[config.mk]
export PLATFORM = sky130hd
export DESIGN_NAME = mem_stage
export DESIGN_NICKNAME = d
export VERILOG_FILES = /design/src/design/mem_bus_pkg.sv /design/src/design/pipe_pkg.sv /design/src/design/mem_stage.sv
export VERILOG_INCLUDE_DIRS = /design/src /design/src/design
export SDC_FILE = /design/constraint.sdc
export NUM_CORES = 1
export LEC_CHECK = 0
export ABC_AREA = 1
export BUFFER_PORTS_ARGS = -buffer_cell sky130_fd_sc_hd__buf_2
export CAP_MARGIN = 20
export CORE_MARGIN = 2
export CORE_UTILIZATION = 35
export DETAILED_ROUTE_END_ITERATION = 8
export GPL_TIMING_DRIVEN = 0
export PLACE_DENSITY = 0.77
export SYNTH_ARGS = -nofsm -noshare
export SYNTH_HDL_FRONTEND = slang
export SYNTH_SLANG_ARGS = --single-unit
[constraint.sdc]
create_clock -name clk -period 0.8 [get_ports clk]
set_input_delay 0 -clock clk [delete_from_list [all_inputs] [get_ports clk]]
set_output_delay 0 -clock clk [all_outputs]
set_load 0.02 [all_outputs]
[src/design/mem_macros.svh]
`ifndef MEM_MACROS_SVH
`define MEM_MACROS_SVH

// Access operation codes carried in the execute bundle.
// D2R passes the execute result straight to writeback.
`define ACCESS_OP_D2R 2'b00
// M2R loads from the data memory into a register.
`define ACCESS_OP_M2R 2'b01
// R2M stores a register value into the data memory.
`define ACCESS_OP_R2M 2'b10

// Access size codes.
// Any code other than byte or half is treated as a full word.
`define ACCESS_SZ_BYTE 2'b00
`define ACCESS_SZ_HALF 2'b01
`define ACCESS_SZ_WORD 2'b10

// Number of 32-bit words in the data memory.
// The RAM index width is derived from this value.
`define MEM_DEPTH_WORDS 256

`endif

[src/design/mem_bus_pkg.sv]
`default_nettype none

package mem_bus_pkg;

    // One memory word, seen whole, as two halfwords or as four bytes.
    // Index 0 of each lane view is the least significant lane.
    typedef union packed {
        logic [31:0]      word;
        logic [1:0][15:0] halves;
        logic [3:0][7:0]  bytes;
    } mem_word_u;

    // Request from the memory stage to the data memory.
    // The byte enables apply to writes only.
    typedef struct packed {
        logic [31:0] address;
        mem_word_u   wdata;
        logic [3:0]  byte_en;
        // The read strobe is high for loads.
        logic        rd;
        // The write strobe is high for stores that are not flushed.
        logic        wr;
    } mem_req_t;

endpackage

`default_nettype wire

[src/design/pipe_pkg.sv]
`default_nettype none

package pipe_pkg;

    // Instruction bundle handed over by the execute stage.
    // The op and size fields use the ACCESS_OP and ACCESS_SZ codes.
    typedef struct packed {
        logic [1:0]  op;
        logic [1:0]  size;
        // Selects zero extension for byte and halfword loads.
        logic        is_unsigned;
        logic [4:0]  reg_addr;
        // Effective address of a load or store.
        logic [31:0] addr;
        // Execute result for pass-through, or the value to store.
        logic [31:0] data;
    } ex_mem_t;

    // Bundle held in the MEM/WB register for the writeback stage.
    typedef struct packed {
        logic        reg_we;
        logic [4:0]  reg_addr;
        logic [31:0] data;
    } mem_wb_t;

endpackage

`default_nettype wire

[src/design/mem_stage.sv]
`timescale 1ns/1ns
`default_nettype none

`include "mem_macros.svh"

module mem_stage (
    input  wire logic                   clk,
    input  wire logic                   reset_i,
    input  wire pipe_pkg::ex_mem_t      ex_mem_i,
    input  wire logic                   exception_flush_i,
    input  wire mem_bus_pkg::mem_word_u rdata_i,
    output mem_bus_pkg::mem_req_t       mem_req_o,
    output pipe_pkg::mem_wb_t           mem_wb_o
);

    logic [3:0]  byte_en;
    logic [15:0] load_half;
    logic [7:0]  load_byte;
    logic [31:0] load_data;
    logic [31:0] store_data;
    logic [31:0] wb_data;
    logic        wb_we;

    // Byte enables follow the access size and the low address bits.
    always_comb begin
        case (ex_mem_i.size)
            `ACCESS_SZ_HALF: begin
                byte_en = ex_mem_i.addr[1] ? 4'b1100 : 4'b0011;
            end
            `ACCESS_SZ_BYTE: begin
                byte_en = 4'b0001 << ex_mem_i.addr[1:0];
            end
            default: begin
                byte_en = 4'b1111;
            end
        endcase
    end

    // The same lane selection picks the load data out of the read word,
    // which is then sign or zero extended.
    always_comb begin
        load_half = rdata_i.halves[ex_mem_i.addr[1]];
        load_byte = rdata_i.bytes[ex_mem_i.addr[1:0]];
        case (ex_mem_i.size)
            `ACCESS_SZ_HALF: begin
                if (ex_mem_i.is_unsigned) begin
                    load_data = {16'b0, load_half};
                end else begin
                    load_data = {{16{load_half[15]}}, load_half};
                end
            end
            `ACCESS_SZ_BYTE: begin
                if (ex_mem_i.is_unsigned) begin
                    load_data = {24'b0, load_byte};
                end else begin
                    load_data = {{24{load_byte[7]}}, load_byte};
                end
            end
            default: begin
                load_data = rdata_i.word;
            end
        endcase
    end

    // Store data is replicated across all lanes, so the byte enables
    // alone decide which part of the word is written.
    always_comb begin
        case (ex_mem_i.size)
            `ACCESS_SZ_HALF: store_data = {2{ex_mem_i.data[15:0]}};
            `ACCESS_SZ_BYTE: store_data = {4{ex_mem_i.data[7:0]}};
            default:         store_data = ex_mem_i.data;
        endcase
    end

    // Operation decode for the memory request.
    always_comb begin
        mem_req_o.address    = ex_mem_i.addr;
        mem_req_o.byte_en    = byte_en;
        mem_req_o.rd         = ex_mem_i.op == `ACCESS_OP_M2R;
        mem_req_o.wr         = ex_mem_i.op == `ACCESS_OP_R2M && !exception_flush_i;
        mem_req_o.wdata.word = (ex_mem_i.op == `ACCESS_OP_R2M) ? store_data : 32'b0;
    end

    // Operation decode for the writeback value.
    always_comb begin
        wb_data = ex_mem_i.data;
        wb_we   = 1'b0;
        case (ex_mem_i.op)
            `ACCESS_OP_M2R: begin
                wb_data = load_data;
                wb_we   = 1'b1;
            end
            `ACCESS_OP_D2R: begin
                wb_we = 1'b1;
            end
            default: begin
                wb_we = 1'b0;
            end
        endcase
        // A flushed instruction and a write to register 0 leave the
        // register file untouched.
        if (exception_flush_i || ex_mem_i.reg_addr == 5'd0) begin
            wb_we = 1'b0;
        end
    end

    // MEM/WB pipeline register.
    always_ff @(posedge clk) begin
        mem_wb_o.reg_addr <= ex_mem_i.reg_addr;
        mem_wb_o.data     <= wb_data;
        if (reset_i) begin
            mem_wb_o.reg_we <= 1'b0;
        end else begin
            mem_wb_o.reg_we <= wb_we;
        end
    end

endmodule

`default_nettype wire

==> results.sh, run 1 <==
export IMPL_synth_area_mm2=0.00257
export IMPL_violations="negative hold slack, negative setup slack"
export IMPL_dieArea_mm2=0.00804
export IMPL_coreArea_mm2=0.00718
export IMPL_dpl_cell_count=680
export IMPL_grt_max_degree=14
export IMPL_synth_edf_count=0
export IMPL_antenna_found_initial=0
export IMPL_grt_ovfl_total=0
export IMPL_min_to="mem_wb_o[34]$_DFF_P_"
export IMPL_yosys_most_used_dff="dfxtp_1"
export IMPL_numClockSinks=38
export IMPL_area_growth_pct=94.6
export IMPL_drv_slew=0
export IMPL_period_needed_ns=0.923
export IMPL_h_tree_depth=2
export IMPL_synth_top_area_share_pct=29.6
export IMPL_cts_buffer_depth=2
export IMPL_yosysUniqueCellTypes=32
export IMPL_final_cells=734
export IMPL_root_buffer="clkbuf_8"
export IMPL_ys_warn_count=0
export IMPL_place_ws_ns=-0.595
export IMPL_largestRegisters="mem_wb_o (38)"
export IMPL_multi_input_area_mm2=0.00165
export IMPL_cts_tree="yes"
export IMPL_run_status="finished, violations left"
export IMPL_worstHoldStart="ex_mem_i[66]"
export IMPL_endpoint_kind="output pin"
export IMPL_drtAntennaViolNets=0
export IMPL_placementRows=31
export IMPL_synth_xor_area_share_pct=0
export IMPL_cts_buffers=5
export IMPL_cp_max_fo=5
export IMPL_grt_total_usage_pct=28.8
export IMPL_cp_slowest_cell="clkbuf_8"
export IMPL_synth_compound_area_share_pct=19.6
export IMPL_grt_met3_usage_pct=6.76
export IMPL_hold_slack_ns=-0.172
export IMPL_fillers=530
export IMPL_start_kind="input pin"
export IMPL_start_util_pct=35.8
export IMPL_yosysMostFrequentCell="nand2_1"
export IMPL_max_slew_margin_rel_pct=65.6
export IMPL_crit_family="buffers and inverters"
export IMPL_fin_nets=743
export IMPL_fmax_ghz=1.08
export IMPL_hold_path_class="input pin to flip-flop"
export IMPL_setup_viol=43
export IMPL_hpwl_mm=8.40
export IMPL_port_buffers=184
export IMPL_regArea_um2=762
export IMPL_final_util_pct=69.7
export IMPL_yosys_top_cells_count="nand2_1 (74), a21oi_1 (50), inv_1 (42)"
export IMPL_layout_setup_ws_ns=-0.123
export IMPL_synth_top_area_cell="dfxtp_1"
export IMPL_whs_path_depth=1
export IMPL_ir_drop_mv=0.868
export IMPL_worstPathCellList="buf_8 -> inv_4 -> nor2_4 -> clkbuf_8 -> o21ai_2 -> a21oi_1 -> buf_4"
export IMPL_synth_top_family_by_area="simple AND/OR/NAND/NOR gates"
export IMPL_async_flop_share_pct=0
export IMPL_drc=0
export IMPL_power_density_mw_per_mm2=1380
export IMPL_crit_required_ns=0.80
export IMPL_routed_wl_mm=13.4
export IMPL_syn_nets=506
export IMPL_syn_avg_cell_area_um2=6.47
export IMPL_synth_area_leaders="dfxtp_1 (30%), nand2_1 (11%), a21oi_1 (9.7%)"
export IMPL_crit_type="input pin to output pin"
export IMPL_hold_viol_final=4
export IMPL_leakage_uw=0.00258
export IMPL_grt_util_met1_pct=31.5
export IMPL_syn_instance_count=397
export IMPL_final_area_mm2=0.00500
export IMPL_first_pass_iters=6
export IMPL_drv_cap=0
export IMPL_place_gp_congestion=0.892
export IMPL_avgViaCountPerCell=5.33
export IMPL_placed_cell_area_mm2=0.00373
export IMPL_drive_gt1_share_pct=56.5
export IMPL_fin_crit_sh_pct=115
export IMPL_wire_per_inst_um=18.3
export IMPL_synth_mux_area_share_pct=0
export IMPL_cpPeakStageDelay_ns=0.22
export IMPL_arrival_ns=0.92
export IMPL_use_met2_pct=51.6
export IMPL_cp_num_buf_inv=4
export IMPL_regMostFlops="mem_wb_o"
export IMPL_yosysSeqAreaShare_pct=29.6
export IMPL_grt_pass1_wl_mm=17.7
export IMPL_die_height_um=89.7
export IMPL_synthAdderAreaFrac_pct=0
export IMPL_worstMarginPinSlew_ns=0.516
export IMPL_die_w_um=89.7
export IMPL_top_usage_layer="met2"
export IMPL_synthSimpleGateAreaFrac_pct=28.9
export IMPL_largest_reg_flops=38
export IMPL_rsz0062_at_grt="yes"
export IMPL_ys_seq_elements=38
export IMPL_grt_pass1_vias=3741
export IMPL_diodes=0
export IMPL_clk_pin_slew_ns=0.08
export IMPL_first_iter_violations=370
export IMPL_vias=3912
export IMPL_ioPinCount=217
## layer usage
metal / up-vias / part of all wire [%]
met4: 0 / 6.0
met5: - / 0
met2: 341 / 49
met3: 87 / 11
met1: 1758 / 34
li1: 1726 / -
## where the power goes
| part | internal, µW | switching (µW) | total [µW] |
|---|---|---|---|
| clock | 1250 | 778 | 2030 |
| combinational | 1200 | 1600 | 2790 |
| sequential | 2050 | 42.6 | 2100 |
## cell type report
type                       instances  share of cell area [%]
buffer                            54                    9.71
clock buffer                       5                    1.38
clock inverter                     3                    1.38
inverter                          48                    4.25
multi-input combinational        258                    33.1
sequential                        38                    15.2
tap                               99                    2.48
timing repair buffer             229                    32.5
## per-stage QoR
stage          TNS (ns)  power [µW]
2_1_floorplan    -0.602        3420
5_1_grt           -3.45        7140
3_3_place_gp     -22.41        4170
4_1_cts          -0.516        6610
6_report          -2.21        6920
3_5_place_dp     -23.38        4190
## worst max path at each step
stage | slack (ns) | to | start | depth (start not counted)
after floorplan | -0.08 | mem_req_o[25] | ex_mem_i[73] | 5
after CTS | -0.05 | mem_req_o[37] | ex_mem_i[71] | 7
after global placement | -0.57 | mem_req_o[35] | ex_mem_i[73] | 7
after detailed placement | -0.59 | mem_req_o[36] | ex_mem_i[73] | 7
final | -0.12 | mem_req_o[26] | ex_mem_i[73] | 7
after global routing | -0.14 | mem_req_o[26] | ex_mem_i[73] | 7
## logic make-up after synthesis
| kind of cell | after synthesis |
|---|---|
| simple gates | 163 |
| buf+inv | 102 |
| compound gates | 94 |
| flops | 38 |
## layout by cell type, fill, tap and decap left out, types with 9 or more instances in the layout
| master | n |
|---|---|
| buf_4 | 64 |
| or2_2 | 9 |
| buf_2 | 143 |
| inv_1 | 38 |
| nor2_4 | 10 |
| dfxtp_1 | 37 |
| a21oi_2 | 9 |
| nand2_1 | 71 |
| dlygate4sd3_1 | 18 |
| nor2_2 | 16 |
| a21oi_1 | 40 |
| nand3_1 | 21 |
| buf_6 | 33 |
| nor2_1 | 17 |
## timing repair
| action | 4_1_cts | 5_1_grt |
|---|---|---|
| setup endpoints to repair | 50 | 74 |
| hold endpoints to repair | 23 | 4 |
| pin swaps | 11 | 15 |
| resized for setup | 131 | 78 |
| cloned | 4 | 0 |
| hold buffers | 20 | 1 |
| setup buffers | 14 | 8 |
(Power assumes the default switching activity.)
==> run 2, diff against run 1 <==
--- a/config.mk
+++ b/config.mk
@@ -8,12 +8,12 @@
 export LEC_CHECK = 0
 export ABC_AREA = 1
 export BUFFER_PORTS_ARGS = -buffer_cell sky130_fd_sc_hd__buf_2
-export CAP_MARGIN = 20
 export CORE_MARGIN = 2
 export CORE_UTILIZATION = 35
 export DETAILED_ROUTE_END_ITERATION = 8
 export GPL_TIMING_DRIVEN = 0
 export PLACE_DENSITY = 0.77
+export SKIP_CTS_REPAIR_TIMING = 1
 export SYNTH_ARGS = -nofsm -noshare
 export SYNTH_HDL_FRONTEND = slang
 export SYNTH_SLANG_ARGS = --single-unit
==> run 2 against run 1 <==
Maximum frequency decreased by 1.5%. Die area unchanged. Power down 4.4%. Sequential share of layout area is 1.3 points higher. The run still ends with negative hold slack, negative setup slack left. Worst setup slack lost 0.014 ns. Largest power group unchanged. Sequential power about the same.
==> results.sh, run 2 (synthesis results as in run 1) <==
export IMPL_leakage_uw=0.00243
export IMPL_fmax_ghz=1.07
export IMPL_root_buffer="clkbuf_8"
export IMPL_grt_pass1_vias=3125
export IMPL_hpwl_mm=8.40
export IMPL_diodes=0
export IMPL_wire_per_inst_um=16.9
export IMPL_layout_setup_ws_ns=-0.137
export IMPL_max_slew_margin_rel_pct=62.2
export IMPL_layout_commonest_cell="buf_2"
export IMPL_cts_buffer_depth=2
export IMPL_period_needed_ns=0.937
export IMPL_cp_startpoint="ex_mem_i[73]"
export IMPL_worstHoldStart="ex_mem_i[67]"
export IMPL_start_kind="input pin"
export IMPL_arrival_ns=0.94
export IMPL_largest_reg_flops=38
export IMPL_fin_nets=725
export IMPL_final_cell_mix="buf_2 (145), nand2_1 (72), buf_4 (64)"
export IMPL_area_growth_pct=79.3
export IMPL_numClockSinks=38
export IMPL_use_met2_pct=42.4
export IMPL_top_usage_layer="met2"
export IMPL_cts_tree="yes"
export IMPL_ir_drop_mv=0.683
export IMPL_vias=3664
export IMPL_violations="negative hold slack, negative setup slack"
export IMPL_final_cells=716
export IMPL_dpl_cell_count=680
export IMPL_largestRegisters="mem_wb_o (38)"
export IMPL_cp_endpoint="mem_req_o[27]"
export IMPL_die_w_um=89.7
export IMPL_hold_path_class="input pin to flip-flop"
export IMPL_power_density_mw_per_mm2=1440
export IMPL_run_status="finished, violations left"
export IMPL_endpoint_kind="output pin"
export IMPL_regMostFlops="mem_wb_o"
export IMPL_first_pass_iters=5
export IMPL_cts_buffers=5
export IMPL_placementRows=31
export IMPL_start_util_pct=35.8
export IMPL_fin_crit_sh_pct=117
export IMPL_grt_met3_usage_pct=4.48
export IMPL_routed_wl_mm=12.1
export IMPL_drc=0
export IMPL_crit_required_ns=0.80
export IMPL_rsz0062_at_grt="yes"
export IMPL_port_buffers=184
export IMPL_crit_type="input pin to output pin"
export IMPL_dieArea_mm2=0.00804
export IMPL_hold_slack_ns=-0.184
export IMPL_antenna_found_initial=0
export IMPL_hold_viol_final=9
export IMPL_ioPinCount=217
export IMPL_first_iter_violations=379
export IMPL_drtAntennaViolNets=0
export IMPL_place_gp_congestion=0.892
export IMPL_drive_gt1_share_pct=53.2
export IMPL_h_tree_depth=2
export IMPL_worstMarginPinSlew_ns=0.567
export IMPL_setup_viol=37
export IMPL_placed_cell_area_mm2=0.00373
export IMPL_avgViaCountPerCell=5.12
export IMPL_grt_ovfl_total=0
export IMPL_coreArea_mm2=0.00718
export IMPL_drv_cap=0
export IMPL_grt_max_degree=14
export IMPL_cp_max_fo=6
export IMPL_final_area_mm2=0.00460
export IMPL_clk_pin_slew_ns=0.08
export IMPL_drv_slew=0
export IMPL_grt_total_usage_pct=24.3
export IMPL_grt_util_met1_pct=29.3
export IMPL_die_height_um=89.7
export IMPL_grt_pass1_wl_mm=14.8
[run 2: area by class of cell]
type	instances	area (µm²)
Sequential cell	38	762
Timing Repair Buffer	212	1380
Inverter	48	205
Multi-Input combinational cell	257	1530
Fill cell	610	2570
Clock inverter	3	68.8
Tap cell	99	124
Buffer	54	467
Clock buffer	5	68.8
[run 2: routing by layer]
| layer | vias to the layer above | part of all wire, % |
|---|---|---|
| met5 | - | 0 |
| met1 | 1596 | 36 |
| li1 | 1689 | - |
| met2 | 314 | 49 |
| met4 | 0 | 4.5 |
| met3 | 65 | 11 |
[run 2: worst min-delay path by stage]
stage	end	slack [ns]	cells after the start
floorplan	mem_wb_o[32]$_DFF_P_	0.03	0
global placement	mem_wb_o[33]$_DFF_P_	0.11	1
detailed placement	mem_wb_o[35]$_DFF_P_	0.12	1
CTS	mem_wb_o[35]$_DFF_P_	-0.19	1
global route	mem_wb_o[35]$_DFF_P_	-0.19	1
finish	mem_wb_o[35]$_DFF_P_	-0.18	1
[run 2: report_power, final]
part           switching (µW)  internal, µW  leakage (µW)
logic                    1470          1040       0.00204
clock network             762          1250     0.0000683
registers                37.0          2050      0.000320
total                    2270          4340       0.00243
[run 2: metrics by stage]
stage / setup TNS [ns] / utilization [%] / power, µW / worst slack [ns]
2_1_floorplan: -0.602 / - / 3420 / -0.0819
3_3_place_gp: -22.41 / 52.0 / 4170 / -0.566
3_5_place_dp: -23.38 / 52.0 / 4190 / -0.595
4_1_cts: -14.42 / 53.9 / 6160 / -0.596
5_1_grt: -2.89 / 64.2 / 6850 / -0.138
6_report: -1.96 / 64.2 / 6610 / -0.137
[run 2: worst max-delay path: stages]
cell and delay [ns]:
buf_8 0.08, inv_4 0.04, nor2_4 0.21, buf_6 0.18
o21ai_2 0.08, a21oi_2 0.18, buf_6 0.15
==> run 3, diff against run 2 <==
--- a/config.mk
+++ b/config.mk
@@ -12,7 +12,7 @@
 export CORE_UTILIZATION = 35
 export DETAILED_ROUTE_END_ITERATION = 8
 export GPL_TIMING_DRIVEN = 0
-export PLACE_DENSITY = 0.77
+export PLACE_DENSITY = 0.86
 export SKIP_CTS_REPAIR_TIMING = 1
 export SYNTH_ARGS = -nofsm -noshare
 export SYNTH_HDL_FRONTEND = slang
==> run 3 against run 2 <==
Cell count rose by 1.1%. Combinational power is 5% higher. Utilization rose by 2.6 points. Worst setup slack worse by 0.012 ns. First-iteration DRC count fell by 4.5%. Worst hold slack got worse by 0.0032 ns. Non-clock buffer count up 8. The flow still finishes with violations (negative hold slack, negative setup slack). Sequential power barely moved.
==> results.sh, run 3 (synthesis results as in run 1) <==
export IMPL_violations="negative hold slack, negative setup slack"
export IMPL_dpl_cell_count=680
export IMPL_largestRegisters="mem_wb_o (38)"
export IMPL_fmax_ghz=1.05
export IMPL_coreArea_mm2=0.00718
export IMPL_grt_pass1_wl_mm=15.5
export IMPL_ir_drop_mv=0.698
export IMPL_endpoint_kind="output pin"
export IMPL_place_gp_congestion=0.935
export IMPL_cp_endpoint="mem_req_o[25]"
export IMPL_cts_tree="yes"
export IMPL_start_kind="input pin"
export IMPL_avgViaCountPerCell=5.19
export IMPL_fillers=580
export IMPL_hold_slack_ns=-0.187
export IMPL_p_total_uw=6780
export IMPL_regMostFlops="mem_wb_o"
export IMPL_cp_startpoint="ex_mem_i[73]"
export IMPL_p_int_uw=4440
export IMPL_die_w_um=89.7
export IMPL_first_iter_violations=362
export IMPL_whs_path_depth=1
export IMPL_drv_slew=0
export IMPL_largest_reg_flops=38
export IMPL_final_cells=724
export IMPL_setup_viol=37
export IMPL_hpwl_mm=8.66
export IMPL_run_status="finished, violations left"
export IMPL_crit_type="input pin to output pin"
export IMPL_placementRows=31
export IMPL_worstMarginPinSlew_ns=0.541
export IMPL_grt_total_usage_pct=25.5
export IMPL_arrival_ns=0.95
export IMPL_crit_required_ns=0.80
export IMPL_switchingPower_uw=2340
export IMPL_area_growth_pct=86.4
export IMPL_rsz0062_at_grt="yes"
export IMPL_cp_max_fo=5
export IMPL_antenna_found_initial=0
export IMPL_grt_pass1_vias=3128
export IMPL_final_util_pct=66.7
export IMPL_final_cell_mix="buf_2 (135), buf_4 (77), nand2_1 (73)"
export IMPL_combPwrFrac_pct=38.9
export IMPL_grt_max_degree=14
export IMPL_hold_viol_final=8
export IMPL_swShare_pct=34.5
export IMPL_h_tree_depth=2
export IMPL_seqPwrFrac_pct=31.0
export IMPL_leakage_uw=0.00250
export IMPL_place_ws_ns=-0.645
export IMPL_wire_per_inst_um=17.2
export IMPL_clkPwrFrac_pct=30.1
export IMPL_die_height_um=89.7
export IMPL_cts_buffers=5
export IMPL_ioPinCount=217
export IMPL_drive_gt1_share_pct=56.5
export IMPL_port_buffers=184
export IMPL_diodes=0
export IMPL_drv_cap=0
export IMPL_routed_wl_mm=12.5
export IMPL_numClockSinks=38
export IMPL_fin_crit_sh_pct=119
export IMPL_power_density_mw_per_mm2=1420
export IMPL_dieArea_mm2=0.00804
export IMPL_layout_commonest_cell="buf_2"
export IMPL_cts_buffer_depth=2
export IMPL_grt_ovfl_total=0
export IMPL_first_pass_iters=5
export IMPL_layout_setup_ws_ns=-0.148
export IMPL_max_slew_margin_rel_pct=63.9
export IMPL_root_buffer="clkbuf_8"
export IMPL_clk_pin_slew_ns=0.09
export IMPL_vias=3760
export IMPL_hold_path_class="input pin to flip-flop"
export IMPL_period_needed_ns=0.948
export IMPL_drtAntennaViolNets=0
export IMPL_drc=0
export IMPL_fin_nets=733
export IMPL_start_util_pct=35.8
==> run 3: layer usage <==
metal	part of all wire, %	up-vias	global-route usage [%]	wire length, µm
met5	0	-	0	0
met4	4.1	0	10.7	509
met3	11	51	5.67	1330
met2	51	286	46.5	6380
met1	34	1721	28.3	4250
li1	-	1702	-	-
==> run 3: worst min-delay path by stage <==
stage                       from                    to
floorplan           ex_mem_i[64]  mem_wb_o[32]$_DFF_P_
finish              ex_mem_i[67]  mem_wb_o[35]$_DFF_P_
global placement    ex_mem_i[64]  mem_wb_o[32]$_DFF_P_
CTS                 ex_mem_i[65]  mem_wb_o[33]$_DFF_P_
global route        ex_mem_i[67]  mem_wb_o[35]$_DFF_P_
detailed placement  ex_mem_i[65]  mem_wb_o[33]$_DFF_P_
==> run 3: power by group through the flow <==
stage / clock network (µW) / logic, µW / registers (µW)
2_1_floorplan: 0 / 1080 / 2350
3_3_place_gp: 0 / 2040 / 2130
3_5_place_dp: 0 / 2060 / 2140
4_1_cts: 2050 / 2060 / 2090
5_1_grt: 2110 / 2810 / 2110
6_report: 2040 / 2640 / 2100
==> run 3: final cells by class <==
type                       count  area [µm²]  area share, %
sequential                    38         763           15.9
clock inverter                 3        68.8           1.44
buffer                        54         470           9.82
tap                           99         124           2.59
timing repair buffer         220        1500           31.4
multi-input combinational    257        1580           33.0
clock buffer                   5        68.8           1.44
inverter                      48         213           4.44
==> run 3: through the flow <==
stage	area [µm²]	TNS (ns)
detailed placement	3730	-22.46
CTS	3870	-13.92
finish	4790	-1.85
global placement	3730	-21.52
floorplan	2690	-0.602
global route	4790	-2.76
==> run 3: worst max-delay path, cell delays in order <==
cell,delay (ns)
buf_8,0.08
inv_4,0.03
nor2_4,0.22
buf_6,0.18
o21ai_2,0.07
a21oi_1,0.18
buf_4,0.18
